## config.mk

```make
export PLATFORM = sky130hd
export DESIGN_NAME = jtag_tap_top
export DESIGN_NICKNAME = d
export VERILOG_FILES = /design/src/hw/jtag_pkg.sv /design/src/hw/jtag_data_regs.sv /design/src/hw/jtag_instr_reg.sv /design/src/hw/jtag_tap_fsm.sv /design/src/hw/jtag_tap_top.sv /design/src/hw/jtag_tdo_out.sv
export SDC_FILE = /design/constraint.sdc
export NUM_CORES = 1
export LEC_CHECK = 0
export ABC_CLOCK_PERIOD_IN_PS = 5550
export BUFFER_PORTS_ARGS = -buffer_cell sky130_fd_sc_hd__buf_4
export CAP_MARGIN = 20
export CORE_MARGIN = 2
export CORE_UTILIZATION = 55
export CTS_CLUSTER_DIAMETER = 200
export CTS_CLUSTER_SIZE = 25
export DETAILED_ROUTE_END_ITERATION = 10
export PLACE_DENSITY = 0.88
export SYNTH_ARGS = -nofsm -noshare
export SYNTH_HDL_FRONTEND = slang
export SYNTH_SLANG_ARGS = --single-unit
```

## constraint.sdc

```tcl
create_clock -name tck -period 5.55 [get_ports tck]
set_clock_uncertainty 0.05 [all_clocks]
set_input_delay 0.2775 -clock tck [delete_from_list [all_inputs] [get_ports tck]]
set_output_delay 0.2775 -clock tck [all_outputs]
set_load 0.03 [all_outputs]
```

## src/hw/jtag_pkg.sv

```systemverilog
//--------------------
// jtag tap shared definitions
// state and opcode enums, controller strobes, device constants
//--------------------
package jtag_pkg;

    //--------------------
    // tap controller states, standard encoding order
    //--------------------
    typedef enum logic [3:0] {
        test_logic_reset = 4'h0,
        run_test_idle    = 4'h1,
        select_dr_scan   = 4'h2,
        capture_dr       = 4'h3,
        shift_dr         = 4'h4,
        exit1_dr         = 4'h5,
        pause_dr         = 4'h6,
        exit2_dr         = 4'h7,
        update_dr        = 4'h8,
        select_ir_scan   = 4'h9,
        capture_ir       = 4'hA,
        shift_ir         = 4'hB,
        exit1_ir         = 4'hC,
        pause_ir         = 4'hD,
        exit2_ir         = 4'hE,
        update_ir        = 4'hF
    } tap_state_e;

    // active instructions, any other code acts as bypass
    typedef enum logic [3:0] {
        idcode_op = 4'd1,
        user_op   = 4'd2,
        bypass_op = 4'd15
    } instr_e;

    // one-hot style strobes decoded from the controller state
    typedef struct packed {
        logic tlr;
        logic capture_dr;
        logic shift_dr;
        logic update_dr;
        logic capture_ir;
        logic shift_ir;
        logic update_ir;
    } tap_ctrl_t;

    localparam int          IR_WIDTH     = 4;
    localparam logic [3:0]  IR_CAPTURE   = 4'b0001;
    // lsb must be 1 per the standard
    localparam logic [31:0] IDCODE_VALUE = 32'h1B5A_C0DF;
    localparam int          USER_WIDTH   = 16;

endpackage

```

## src/hw/jtag_data_regs.sv

```systemverilog
//--------------------
// data registers
// bypass, idcode and user scan chains plus the user update port
//--------------------
`timescale 1ns/1ps

module jtag_data_regs import jtag_pkg::*; (
    input  logic                  tck,
    input  logic                  trst_n,
    input  tap_ctrl_t             ctrl,
    input  instr_e                instr,
    input  logic                  tdi,
    input  logic [USER_WIDTH-1:0] user_status,
    output logic                  dr_so,
    output logic                  upd_valid,
    input  logic                  upd_ready,
    output logic [USER_WIDTH-1:0] upd_data
);

    logic                  bypass_bit;
    logic [31:0]           idcode_sr;
    logic [USER_WIDTH-1:0] user_sr;
    logic                  upd_load;

    //--------------------
    // scan chains
    //--------------------
    // only the chain picked by instr moves
    always_ff @(posedge tck) begin
        case (instr)
            idcode_op: begin
                if (ctrl.capture_dr) begin
                    idcode_sr <= IDCODE_VALUE;
                end else if (ctrl.shift_dr) begin
                    idcode_sr <= {tdi, idcode_sr[31:1]};
                end
            end
            user_op: begin
                if (ctrl.capture_dr) begin
                    user_sr <= user_status;
                end else if (ctrl.shift_dr) begin
                    user_sr <= {tdi, user_sr[USER_WIDTH-1:1]};
                end
            end
            default: begin
                if (ctrl.capture_dr) begin
                    bypass_bit <= 1'b0;
                end else if (ctrl.shift_dr) begin
                    bypass_bit <= tdi;
                end
            end
        endcase
    end

    always_comb begin
        case (instr)
            idcode_op: dr_so = idcode_sr[0];
            user_op:   dr_so = user_sr[0];
            default:   dr_so = bypass_bit;
        endcase
    end

    //--------------------
    // update port
    //--------------------
    assign upd_load = ctrl.update_dr && (instr == user_op);

    // holding word, a newer update overwrites a pending one
    always_ff @(posedge tck) begin
        if (upd_load) begin
            upd_data <= user_sr;
        end
    end

    always_ff @(posedge tck or negedge trst_n) begin
        if (!trst_n) begin
            upd_valid <= 1'b0;
        end else if (upd_load) begin
            upd_valid <= 1'b1;
        end else if (upd_ready) begin
            upd_valid <= 1'b0;
        end
    end

    // an offered word must be fully known
    a_upd_known: assert property (
        @(posedge tck) disable iff (!trst_n)
        upd_valid |-> !$isunknown(upd_data)
    ) else $error("upd_data unknown while upd_valid is high");

endmodule

```

## src/hw/jtag_instr_reg.sv

```systemverilog
//--------------------
// instruction register
// 4-bit shifter plus update latch holding the active opcode
//--------------------
`timescale 1ns/1ps

module jtag_instr_reg import jtag_pkg::*; (
    input  logic      tck,
    input  logic      trst_n,
    input  tap_ctrl_t ctrl,
    input  logic      tdi,
    output instr_e    instr,
    output logic      ir_so
);

    logic [IR_WIDTH-1:0] ir_shift;

    // shifter, tdi enters at the msb
    always_ff @(posedge tck) begin
        if (ctrl.capture_ir) begin
            ir_shift <= IR_CAPTURE;
        end else if (ctrl.shift_ir) begin
            ir_shift <= {tdi, ir_shift[IR_WIDTH-1:1]};
        end
    end

    assign ir_so = ir_shift[0];

    //--------------------
    // update latch
    //--------------------
    always_ff @(posedge tck or negedge trst_n) begin
        if (!trst_n) begin
            instr <= idcode_op;
        end else if (ctrl.tlr) begin
            instr <= idcode_op;
        end else if (ctrl.update_ir) begin
            // undefined codes fold onto bypass here
            case (ir_shift)
                idcode_op: instr <= idcode_op;
                user_op:   instr <= user_op;
                default:   instr <= bypass_op;
            endcase
        end
    end

endmodule

```

## src/hw/jtag_tap_fsm.sv

```systemverilog
//--------------------
// tap controller
// steps the 16-state machine on tms, decodes the strobes
//--------------------
`timescale 1ns/1ps

module jtag_tap_fsm import jtag_pkg::*; (
    input  logic      tck,
    input  logic      trst_n,
    input  logic      tms,
    output tap_ctrl_t ctrl
);

    tap_state_e state;
    tap_state_e next_state;

    //--------------------
    // state register
    //--------------------
    always_ff @(posedge tck or negedge trst_n) begin
        if (!trst_n) begin
            state <= test_logic_reset;
        end else begin
            state <= next_state;
        end
    end

    //--------------------
    // next state
    //--------------------
    always_comb begin
        next_state = state;
        case (state)
            test_logic_reset: next_state = tms ? test_logic_reset : run_test_idle;
            run_test_idle:    next_state = tms ? select_dr_scan : run_test_idle;
            select_dr_scan:   next_state = tms ? select_ir_scan : capture_dr;
            capture_dr:       next_state = tms ? exit1_dr : shift_dr;
            shift_dr:         next_state = tms ? exit1_dr : shift_dr;
            exit1_dr:         next_state = tms ? update_dr : pause_dr;
            pause_dr:         next_state = tms ? exit2_dr : pause_dr;
            exit2_dr:         next_state = tms ? update_dr : shift_dr;
            update_dr:        next_state = tms ? select_dr_scan : run_test_idle;
            select_ir_scan:   next_state = tms ? test_logic_reset : capture_ir;
            capture_ir:       next_state = tms ? exit1_ir : shift_ir;
            shift_ir:         next_state = tms ? exit1_ir : shift_ir;
            exit1_ir:         next_state = tms ? update_ir : pause_ir;
            pause_ir:         next_state = tms ? exit2_ir : pause_ir;
            exit2_ir:         next_state = tms ? update_ir : shift_ir;
            update_ir:        next_state = tms ? select_dr_scan : run_test_idle;
            default:          next_state = test_logic_reset;
        endcase
    end

    // strobes come straight from the registered state
    always_comb begin
        ctrl.tlr        = (state == test_logic_reset);
        ctrl.capture_dr = (state == capture_dr);
        ctrl.shift_dr   = (state == shift_dr);
        ctrl.update_dr  = (state == update_dr);
        ctrl.capture_ir = (state == capture_ir);
        ctrl.shift_ir   = (state == shift_ir);
        ctrl.update_ir  = (state == update_ir);
    end

    // state must stay known across every tck once out of reset
    a_state_known: assert property (
        @(posedge tck) disable iff (!trst_n)
        !$isunknown(state)
    ) else $error("tap state unknown");

endmodule

```

## src/hw/jtag_tap_top.sv

```systemverilog
//--------------------
// jtag tap top level
// controller, instruction and data registers, tdo stage
//--------------------
`timescale 1ns/1ps

module jtag_tap_top import jtag_pkg::*; (
    input  logic                  tck,
    input  logic                  trst_n,
    input  logic                  tms,
    input  logic                  tdi,
    input  logic [USER_WIDTH-1:0] user_status,
    output logic                  tdo,
    output logic                  tdo_oe,
    output logic                  upd_valid,
    input  logic                  upd_ready,
    output logic [USER_WIDTH-1:0] upd_data
);

    tap_ctrl_t ctrl;
    instr_e    instr;
    logic      ir_so;
    logic      dr_so;

    jtag_tap_fsm fsm_i (
        .tck    (tck),
        .trst_n (trst_n),
        .tms    (tms),
        .ctrl   (ctrl)
    );

    jtag_instr_reg ir_i (
        .tck    (tck),
        .trst_n (trst_n),
        .ctrl   (ctrl),
        .tdi    (tdi),
        .instr  (instr),
        .ir_so  (ir_so)
    );

    jtag_data_regs dr_i (
        .tck         (tck),
        .trst_n      (trst_n),
        .ctrl        (ctrl),
        .instr       (instr),
        .tdi         (tdi),
        .user_status (user_status),
        .dr_so       (dr_so),
        .upd_valid   (upd_valid),
        .upd_ready   (upd_ready),
        .upd_data    (upd_data)
    );

    jtag_tdo_out tdo_i (
        .tck    (tck),
        .trst_n (trst_n),
        .ctrl   (ctrl),
        .ir_so  (ir_so),
        .dr_so  (dr_so),
        .tdo    (tdo),
        .tdo_oe (tdo_oe)
    );

endmodule

```

## src/hw/jtag_tdo_out.sv

```systemverilog
//--------------------
// tdo output stage
// falling-edge flops for tdo and its enable
//--------------------
`timescale 1ns/1ps

module jtag_tdo_out import jtag_pkg::*; (
    input  logic      tck,
    input  logic      trst_n,
    input  tap_ctrl_t ctrl,
    input  logic      ir_so,
    input  logic      dr_so,
    output logic      tdo,
    output logic      tdo_oe
);

    logic tdo_next;

    // pick the serial source for the current shift state
    always_comb begin
        if (ctrl.shift_ir) begin
            tdo_next = ir_so;
        end else if (ctrl.shift_dr) begin
            tdo_next = dr_so;
        end else begin
            tdo_next = 1'b0;
        end
    end

    // negedge so the host samples a settled value on the rising edge
    always_ff @(negedge tck or negedge trst_n) begin
        if (!trst_n) begin
            tdo    <= 1'b0;
            tdo_oe <= 1'b0;
        end else begin
            tdo    <= tdo_next;
            tdo_oe <= ctrl.shift_dr || ctrl.shift_ir;
        end
    end

    // enabled tdo must carry a known bit from a captured chain
    a_oe_known: assert property (
        @(posedge tck) disable iff (!trst_n)
        tdo_oe |-> !$isunknown(tdo)
    ) else $error("tdo unknown while tdo_oe is high");

endmodule

```

==> flow_metrics.env, run 1 <==
export IMPL_multi_input_area_sq_um=870
export IMPL_synthFlopType="edfxtp_1"
export IMPL_yosysUniqueCellTypes=46
export IMPL_cts_htree_levels=3
export IMPL_gp_congestion=0.764
export IMPL_vdd_ir_drop_max_mv=0.181
export IMPL_nets=281
export IMPL_clockBufferDepth=2
export IMPL_end_kind="register"
export IMPL_finalSetupViolCount=0
export IMPL_hold_path_class="in -> reg"
export IMPL_slowest_delay_ns=0.62
export IMPL_drt_first_pass_iters=6
export IMPL_final_area_sq_um=3760
export IMPL_wl_per_cell_um=15.7
export IMPL_io_pins=40
export IMPL_critPathRequiredTime_ns=3.09
export IMPL_path_buf_inv=0
export IMPL_ant_nets=0
export IMPL_cts_made_buffers=9
export IMPL_powerDensity_nw_per_um2=453
export IMPL_start_kind="register"
export IMPL_dp_hpwl_um=3530
export IMPL_async_flop_share_pct=12.7
export IMPL_min_delay_start="tdi"
export IMPL_cts_hold_buf=1
export IMPL_insertion_delay_ns=0.34
export IMPL_r2r_end="tdo_i.tdo"
export IMPL_synth_fp_nets=240
export IMPL_cts_clk_slew_worst_paths_ns=0.07
export IMPL_setup_tns_ns=0
export IMPL_totalWireLength_um=5290
export IMPL_grt_overflow=0
export IMPL_yosys_register_bits=79
export IMPL_drc=0
export IMPL_fp_row_count=27
export IMPL_core_area_sq_um=5570
export IMPL_post_cts_resized=0
export IMPL_vias_per_cell=5.27
export IMPL_post_cts_buffers=0
export IMPL_status="finished clean"
export IMPL_cp_arrival_ns=1.88
export IMPL_slew_limit_headroom_pct=59.7
export IMPL_fp_dieArea_sq_um=6490
export IMPL_die_y_um=80.5
export IMPL_diodes=0
export IMPL_syn_inst=219
export IMPL_worstHoldEndpoint="ir_i.ir_shift[3]"
export IMPL_grt_pass1_wl_um=8440
export IMPL_drv_cap=0
export IMPL_reg2reg_from="fsm_i.state[0]"
export IMPL_cp_max_fo=19
export IMPL_avgSynthCellArea_sq_um=14.7
export IMPL_layout_commonest_cell="edfxtp_1"
export IMPL_worstPathCellList="or4b_1 > a211oi_2 > a22o_1"
export IMPL_slowest_stage="or4b_1"
export IMPL_min_path_cells=3
export IMPL_die_width_um=80.5
export IMPL_total_power_mw=1.70
export IMPL_drtIter0Drc=139
export IMPL_synth_seq_area_share_pct=70.9
export IMPL_r2r_worst_path_cells=3
export IMPL_yosysWarnings=0
export IMPL_cp_top_family="simple AND/OR/NAND/NOR gates"
export IMPL_place_ws_ns=1.25
export IMPL_finalHoldViolations=0
export IMPL_n_fill_cell=380
export IMPL_dpl_cell_area_sq_um=3570
export IMPL_via_count=1777
export IMPL_grt_max_degree=49
export IMPL_syn_area_sq_um=3220
export IMPL_area_growth_pct=16.7
export IMPL_grt_pass1_vias=1712
export IMPL_root_buffer="clkbuf_8"
export IMPL_cts_tree="done"
export IMPL_cellLeakagePower_nw=1.37
export IMPL_final_cell_mix="edfxtp_1, buf_4, nor2b_1"
export IMPL_tightestPinTransition_ns=0.604
export IMPL_layout_drive_gt1_share_pct=36.6
export IMPL_r2r_setup_slack_ns=1.22
export IMPL_ff_latch_area_sq_um=2280
export IMPL_io_buffer_count=39
export IMPL_startpoint="fsm_i.state[0]"
export IMPL_grt_setup_unrepaired="no"
export IMPL_antenna_found_initial=0
export IMPL_cts_sinks=79
export IMPL_globalRouteTotalUtil_pct=18.1
export IMPL_setup_slack_ns=1.22
export IMPL_synth_edff_count=65
export IMPL_start_util_pct=57.8
export IMPL_report_final_slew_viol_count=0
export IMPL_path_class="reg -> reg"
## worst reg2reg max path, stage by stage, from the launching register on
cell,delay [ns]
dfrtp_1,0.60
or4b_1,0.62
a211oi_2,0.16
a22o_1,0.15
## kinds of logic after synthesis
| logic type | synth area share [%] |
|---|---|
| AOI/OAI and AO/OA | 5.32 |
| and+or+nand+nor | 14.5 |
| DFF | 70.9 |
| muxes | 5.90 |
| xor gates and xnor gates | 0.816 |
| buffers and inverters | 2.60 |
## synthesized netlist by cell type, drive strengths merged (2+ instances only)
cell	count	area (sq um)
a211oi	3	27.5
a21oi	4	20.0
buf	10	52.6
clkbuf	4	16.3
dfrtn	2	50.1
dfrtp	7	175
dfxtp	4	80.1
edfxtp	65	1950
inv	4	15.0
mux2	16	180
nand2	9	33.8
nand2b	2	12.5
nand3	4	20.0
nand3b	3	22.5
nor2	5	18.8
nor2b	19	119
nor3	5	30.0
nor4b	2	17.5
o21ai	10	50.1
o221ai	2	17.5
or2	17	106
or3b	2	17.5
or4b	2	20.0
xnor2	2	17.5
## worst max path at each step
stage / endpoint / depth (start not counted) / slack, ns
5_1_grt: tdo_i.tdo / 3 / 1.12
3_3_place_gp: tdo_i.tdo / 3 / 1.30
4_1_cts: tdo_i.tdo / 3 / 1.23
6_report: tdo_i.tdo / 3 / 1.22
2_1_floorplan: tdo_i.tdo / 4 / 1.46
3_5_place_dp: tdo_i.tdo / 3 / 1.25
## where the power goes
part | internal (mW) | switching, mW | total (mW)
clock | 0.162 | 0.199 | 0.361
combinational | 0.194 | 0.204 | 0.398
sequential | 0.825 | 0.118 | 0.943
total | 1.18 | 0.521 | 1.70
## state kept, by name, summed over array words and instances (netlist names), 3 cells and up
register and flops:
ir_i.ir_shift 4, dr_i.idcode_sr 32, dr_i.upd_data 16, dr_i.user_sr 16
fsm_i.state 4, ir_i.instr 3
## final cells by class
cell class / count / share of cell area (%)
inverter: 4 / 0.399
clock inverter: 5 / 0.899
timing repair buffer: 44 / 8.95
multi-input combinational: 122 / 23.1
sequential: 79 / 60.7
clock buffer: 11 / 3.49
tap: 72 / 2.40
## through the flow
step	hold slack, ns	utilization [%]	cells
2_1_floorplan	-0.0681	-	219
3_3_place_gp	0.0661	64.1	319
3_5_place_dp	0.0647	64.1	319
4_1_cts	0.154	67.3	336
5_1_grt	0.170	67.5	337
6_report	0.162	67.5	337
## layer usage
| layer | vias up | GRT usage [%] | wire length [um] |
|---|---|---|---|
| li1 | 881 | - | - |
| met1 | 852 | 23.4 | 2410 |
| met2 | 33 | 28.3 | 2580 |
| met3 | 11 | 4.49 | 177 |
| met4 | 0 | 9.83 | 123 |
| met5 | - | 0 | 0 |
No activity file was read; power rests on OpenSTA's default activity.
==> run 2, diff against run 1 <==
ABC_AREA = 1   (was unset)
ABC_CLOCK_PERIOD_IN_PS = 4300   (was 5550)
clock period = 4.3 ns   (was 5.55 ns; I/O delays follow)
==> run 2 against run 1 <==
  * Utilization decreased by 0.51 points
  * Final cell count increased by 19%
  * Power up 38%
  * Register-to-register slack lost 0.37 ns
  * Critical path type unchanged
  * Critical endpoint unchanged
  * Largest power group unchanged
==> flow_metrics.env, run 2 <==
export IMPL_core_area_sq_um=5540
export IMPL_fp_dieArea_sq_um=6380
export IMPL_dpl_cell_area_sq_um=3520
export IMPL_cts_htree_levels=3
export IMPL_grt_setup_unrepaired="no"
export IMPL_cts_tree="done"
export IMPL_nets=344
export IMPL_cp_top_family="flip-flops"
export IMPL_cts_hold_buf=1
export IMPL_cts_sinks=79
export IMPL_critPathRequiredTime_ns=2.28
export IMPL_grt_max_degree=49
export IMPL_layout_commonest_cell="nand2_1"
export IMPL_largestRegisters="dr_i.idcode_sr (32), dr_i.upd_data (16), dr_i.user_sr (16)"
export IMPL_vias_per_cell=5.33
export IMPL_grt_pass1_vias=2041
export IMPL_final_area_sq_um=3710
export IMPL_n_fill_cell=368
export IMPL_dp_hpwl_um=4330
export IMPL_post_cts_resized=0
export IMPL_ant_nets=0
export IMPL_cts_clk_slew_worst_paths_ns=0.08
export IMPL_synthTopCellsByCount="nand2_1, edfxtp_1, inv_1"
export IMPL_report_final_slew_viol_count=0
export IMPL_cpMostUsedCell="nand2_1"
export IMPL_synth_top_cell_by_area="edfxtp_1"
export IMPL_status="finished clean"
export IMPL_synth_fp_nets=297
export IMPL_slowest_delay_ns=0.55
export IMPL_io_pins=40
export IMPL_slowest_stage="dfstp_2"
export IMPL_r2r_worst_path_cells=7
export IMPL_via_count=2131
export IMPL_end_kind="register"
export IMPL_avgSynthCellArea_sq_um=11.5
export IMPL_layout_drive_gt1_share_pct=22.6
export IMPL_totalWireLength_um=6400
export IMPL_powerDensity_nw_per_um2=635
export IMPL_finalSetupViolCount=0
export IMPL_r2r_end="tdo_i.tdo"
export IMPL_globalRouteTotalUtil_pct=20.8
export IMPL_top_register="dr_i.idcode_sr"
export IMPL_grt_pass1_wl_um=9650
export IMPL_antenna_found_initial=0
export IMPL_synth_top_cell_area_share_pct=61.7
export IMPL_worstHoldEndpoint="dr_i.upd_valid"
export IMPL_io_buffer_count=39
export IMPL_path_buf_inv=2
export IMPL_root_buffer="clkbuf_8"
export IMPL_synth_most_common_cell="nand2_1"
export IMPL_reg2reg_from="ir_i.instr[0]"
export IMPL_fp_row_count=27
export IMPL_finalHoldViolations=0
export IMPL_hold_path_class="in -> reg"
export IMPL_insertion_delay_ns=0.34
export IMPL_synthFlopType="edfxtp_1"
export IMPL_grt_overflow=0
export IMPL_async_flop_share_pct=12.7
export IMPL_slew_limit_headroom_pct=52.6
export IMPL_diodes=0
export IMPL_drc=0
export IMPL_die_width_um=79.9
export IMPL_post_cts_buffers=0
export IMPL_start_util_pct=57.1
export IMPL_cts_made_buffers=9
export IMPL_cellLeakagePower_nw=1.60
export IMPL_final_cell_mix="nand2_1, edfxtp_1, buf_4"
export IMPL_synth_edff_count=65
export IMPL_clockBufferDepth=2
export IMPL_yosysWarnings=0
export IMPL_die_y_um=79.9
export IMPL_wl_per_cell_um=16.0
export IMPL_syn_area_sq_um=3170
export IMPL_yosysUniqueCellTypes=28
export IMPL_worstPathCellList="inv_1 > nand3_1 > inv_1 > nand2_1 > nand3_1 > nand2_1 > nand2_1"
export IMPL_min_path_cells=2
export IMPL_gp_congestion=0.857
export IMPL_fin_util_pct=66.9
export IMPL_cp_max_fo=3
export IMPL_drt_first_pass_iters=5
export IMPL_largest_reg_flops=32
export IMPL_synth_top_cells_by_area="edfxtp_1, nand2_1, dfrtp_1"
export IMPL_drv_cap=0
export IMPL_path_class="reg -> reg"
export IMPL_vdd_ir_drop_max_mv=0.323
export IMPL_whs_ns=0.0165
export IMPL_tightestPinTransition_ns=0.710
export IMPL_min_delay_start="upd_ready"
export IMPL_setup_tns_ns=0
export IMPL_r2r_setup_slack_ns=0.85
export IMPL_synth_seq_area_share_pct=72.1
export IMPL_syn_inst=276
export IMPL_drtIter0Drc=167
export IMPL_cp_arrival_ns=1.44
export IMPL_area_growth_pct=17.2
export IMPL_start_kind="register"
export IMPL_yosys_register_bits=79
## run 2: changes by cell type after synthesis, sizes merged, moves of 3 or more
cell | previous run | this run
nand2 | 9 | 74
inv | 4 | 36
nor2 | 5 | 30
nor2b | 19 | 0
mux2 | 16 | 0
nand3 | 4 | 15
buf | 10 | 4
o21ai | 10 | 6
o22ai | 0 | 4
a211oi | 3 | 0
nand3b | 3 | 0
nor3 | 5 | 2
## run 2: cell families (layout without fill, tap and decap cells)
group | Yosys count | in the layout | share of synthesized area (%)
buffers and inverters | 42 | 94 | 5.65
flip-flops | 79 | 79 | 72.1
AND/OR/NAND/NOR | 138 | 138 | 19.0
AO/OA/AOI/OAI | 17 | 17 | 3.20
## run 2: power breakdown
part / internal [mW] / switching (mW) / leakage [nW]
sequential: 1.11 / 0.0801 / 0.753
combinational: 0.213 / 0.452 / 0.752
clock: 0.216 / 0.280 / 0.0908
total: 1.54 / 0.812 / 1.60
## run 2: worst max path at each step
| stage | start | to | slack [ns] | depth (start not counted) |
|---|---|---|---|---|
| 2_1_floorplan | ir_i.instr[0] | tdo_i.tdo | 1.03 | 7 |
| 3_3_place_gp | ir_i.instr[0] | tdo_i.tdo | 1.00 | 7 |
| 3_5_place_dp | ir_i.instr[0] | tdo_i.tdo | 0.92 | 7 |
| 4_1_cts | ir_i.instr[0] | tdo_i.tdo | 0.85 | 7 |
| 5_1_grt | ir_i.instr[0] | tdo_i.tdo | 0.79 | 7 |
| 6_report | ir_i.instr[0] | tdo_i.tdo | 0.85 | 7 |
## run 2: worst reg2reg max path: cells and delay by family (launching register included)
| family | cells | cell delay [ns] |
|---|---|---|
| flip-flops | 1 | 0.55 |
| AND/OR/NAND/NOR | 5 | 0.42 |
| buffers and inverters | 2 | 0.15 |
## run 2: per-stage QoR
| stage | std cells | setup WS (ns) | power (mW) |
|---|---|---|---|
| 6_report | 400 | 0.846 | 2.35 |
| 5_1_grt | 400 | 0.790 | 2.48 |
| 4_1_cts | 400 | 0.853 | 2.36 |
| 3_5_place_dp | 383 | 0.918 | 1.86 |
| 3_3_place_gp | 383 | 1.00 | 1.81 |
| 2_1_floorplan | 276 | 1.03 | 1.68 |
## run 2: cell type report
cell class / count / area [sq um] / share of cell area, %
flip-flops and latches: 79 / 2280 / 61.6
multi-input cells: 155 / 706 / 19.0
repair buffers: 42 / 318 / 8.57
inverters: 36 / 135 / 3.64
clock buffers: 9 / 124 / 3.34
well taps: 72 / 90.1 / 2.43
clock inverters: 7 / 52.6 / 1.42
## run 2: layer usage
| layer | GRT usage, % | vias to the layer above | routed length (um) | share of wire [%] |
|---|---|---|---|---|
| met5 | 0 | - | 0 | 0 |
| met4 | 9.66 | 0 | 122 | 1.9 |
| met3 | 3.85 | 16 | 339 | 5.3 |
| met2 | 35.1 | 102 | 3240 | 51 |
| met1 | 26.1 | 1016 | 2700 | 42 |
| li1 | - | 997 | - | - |
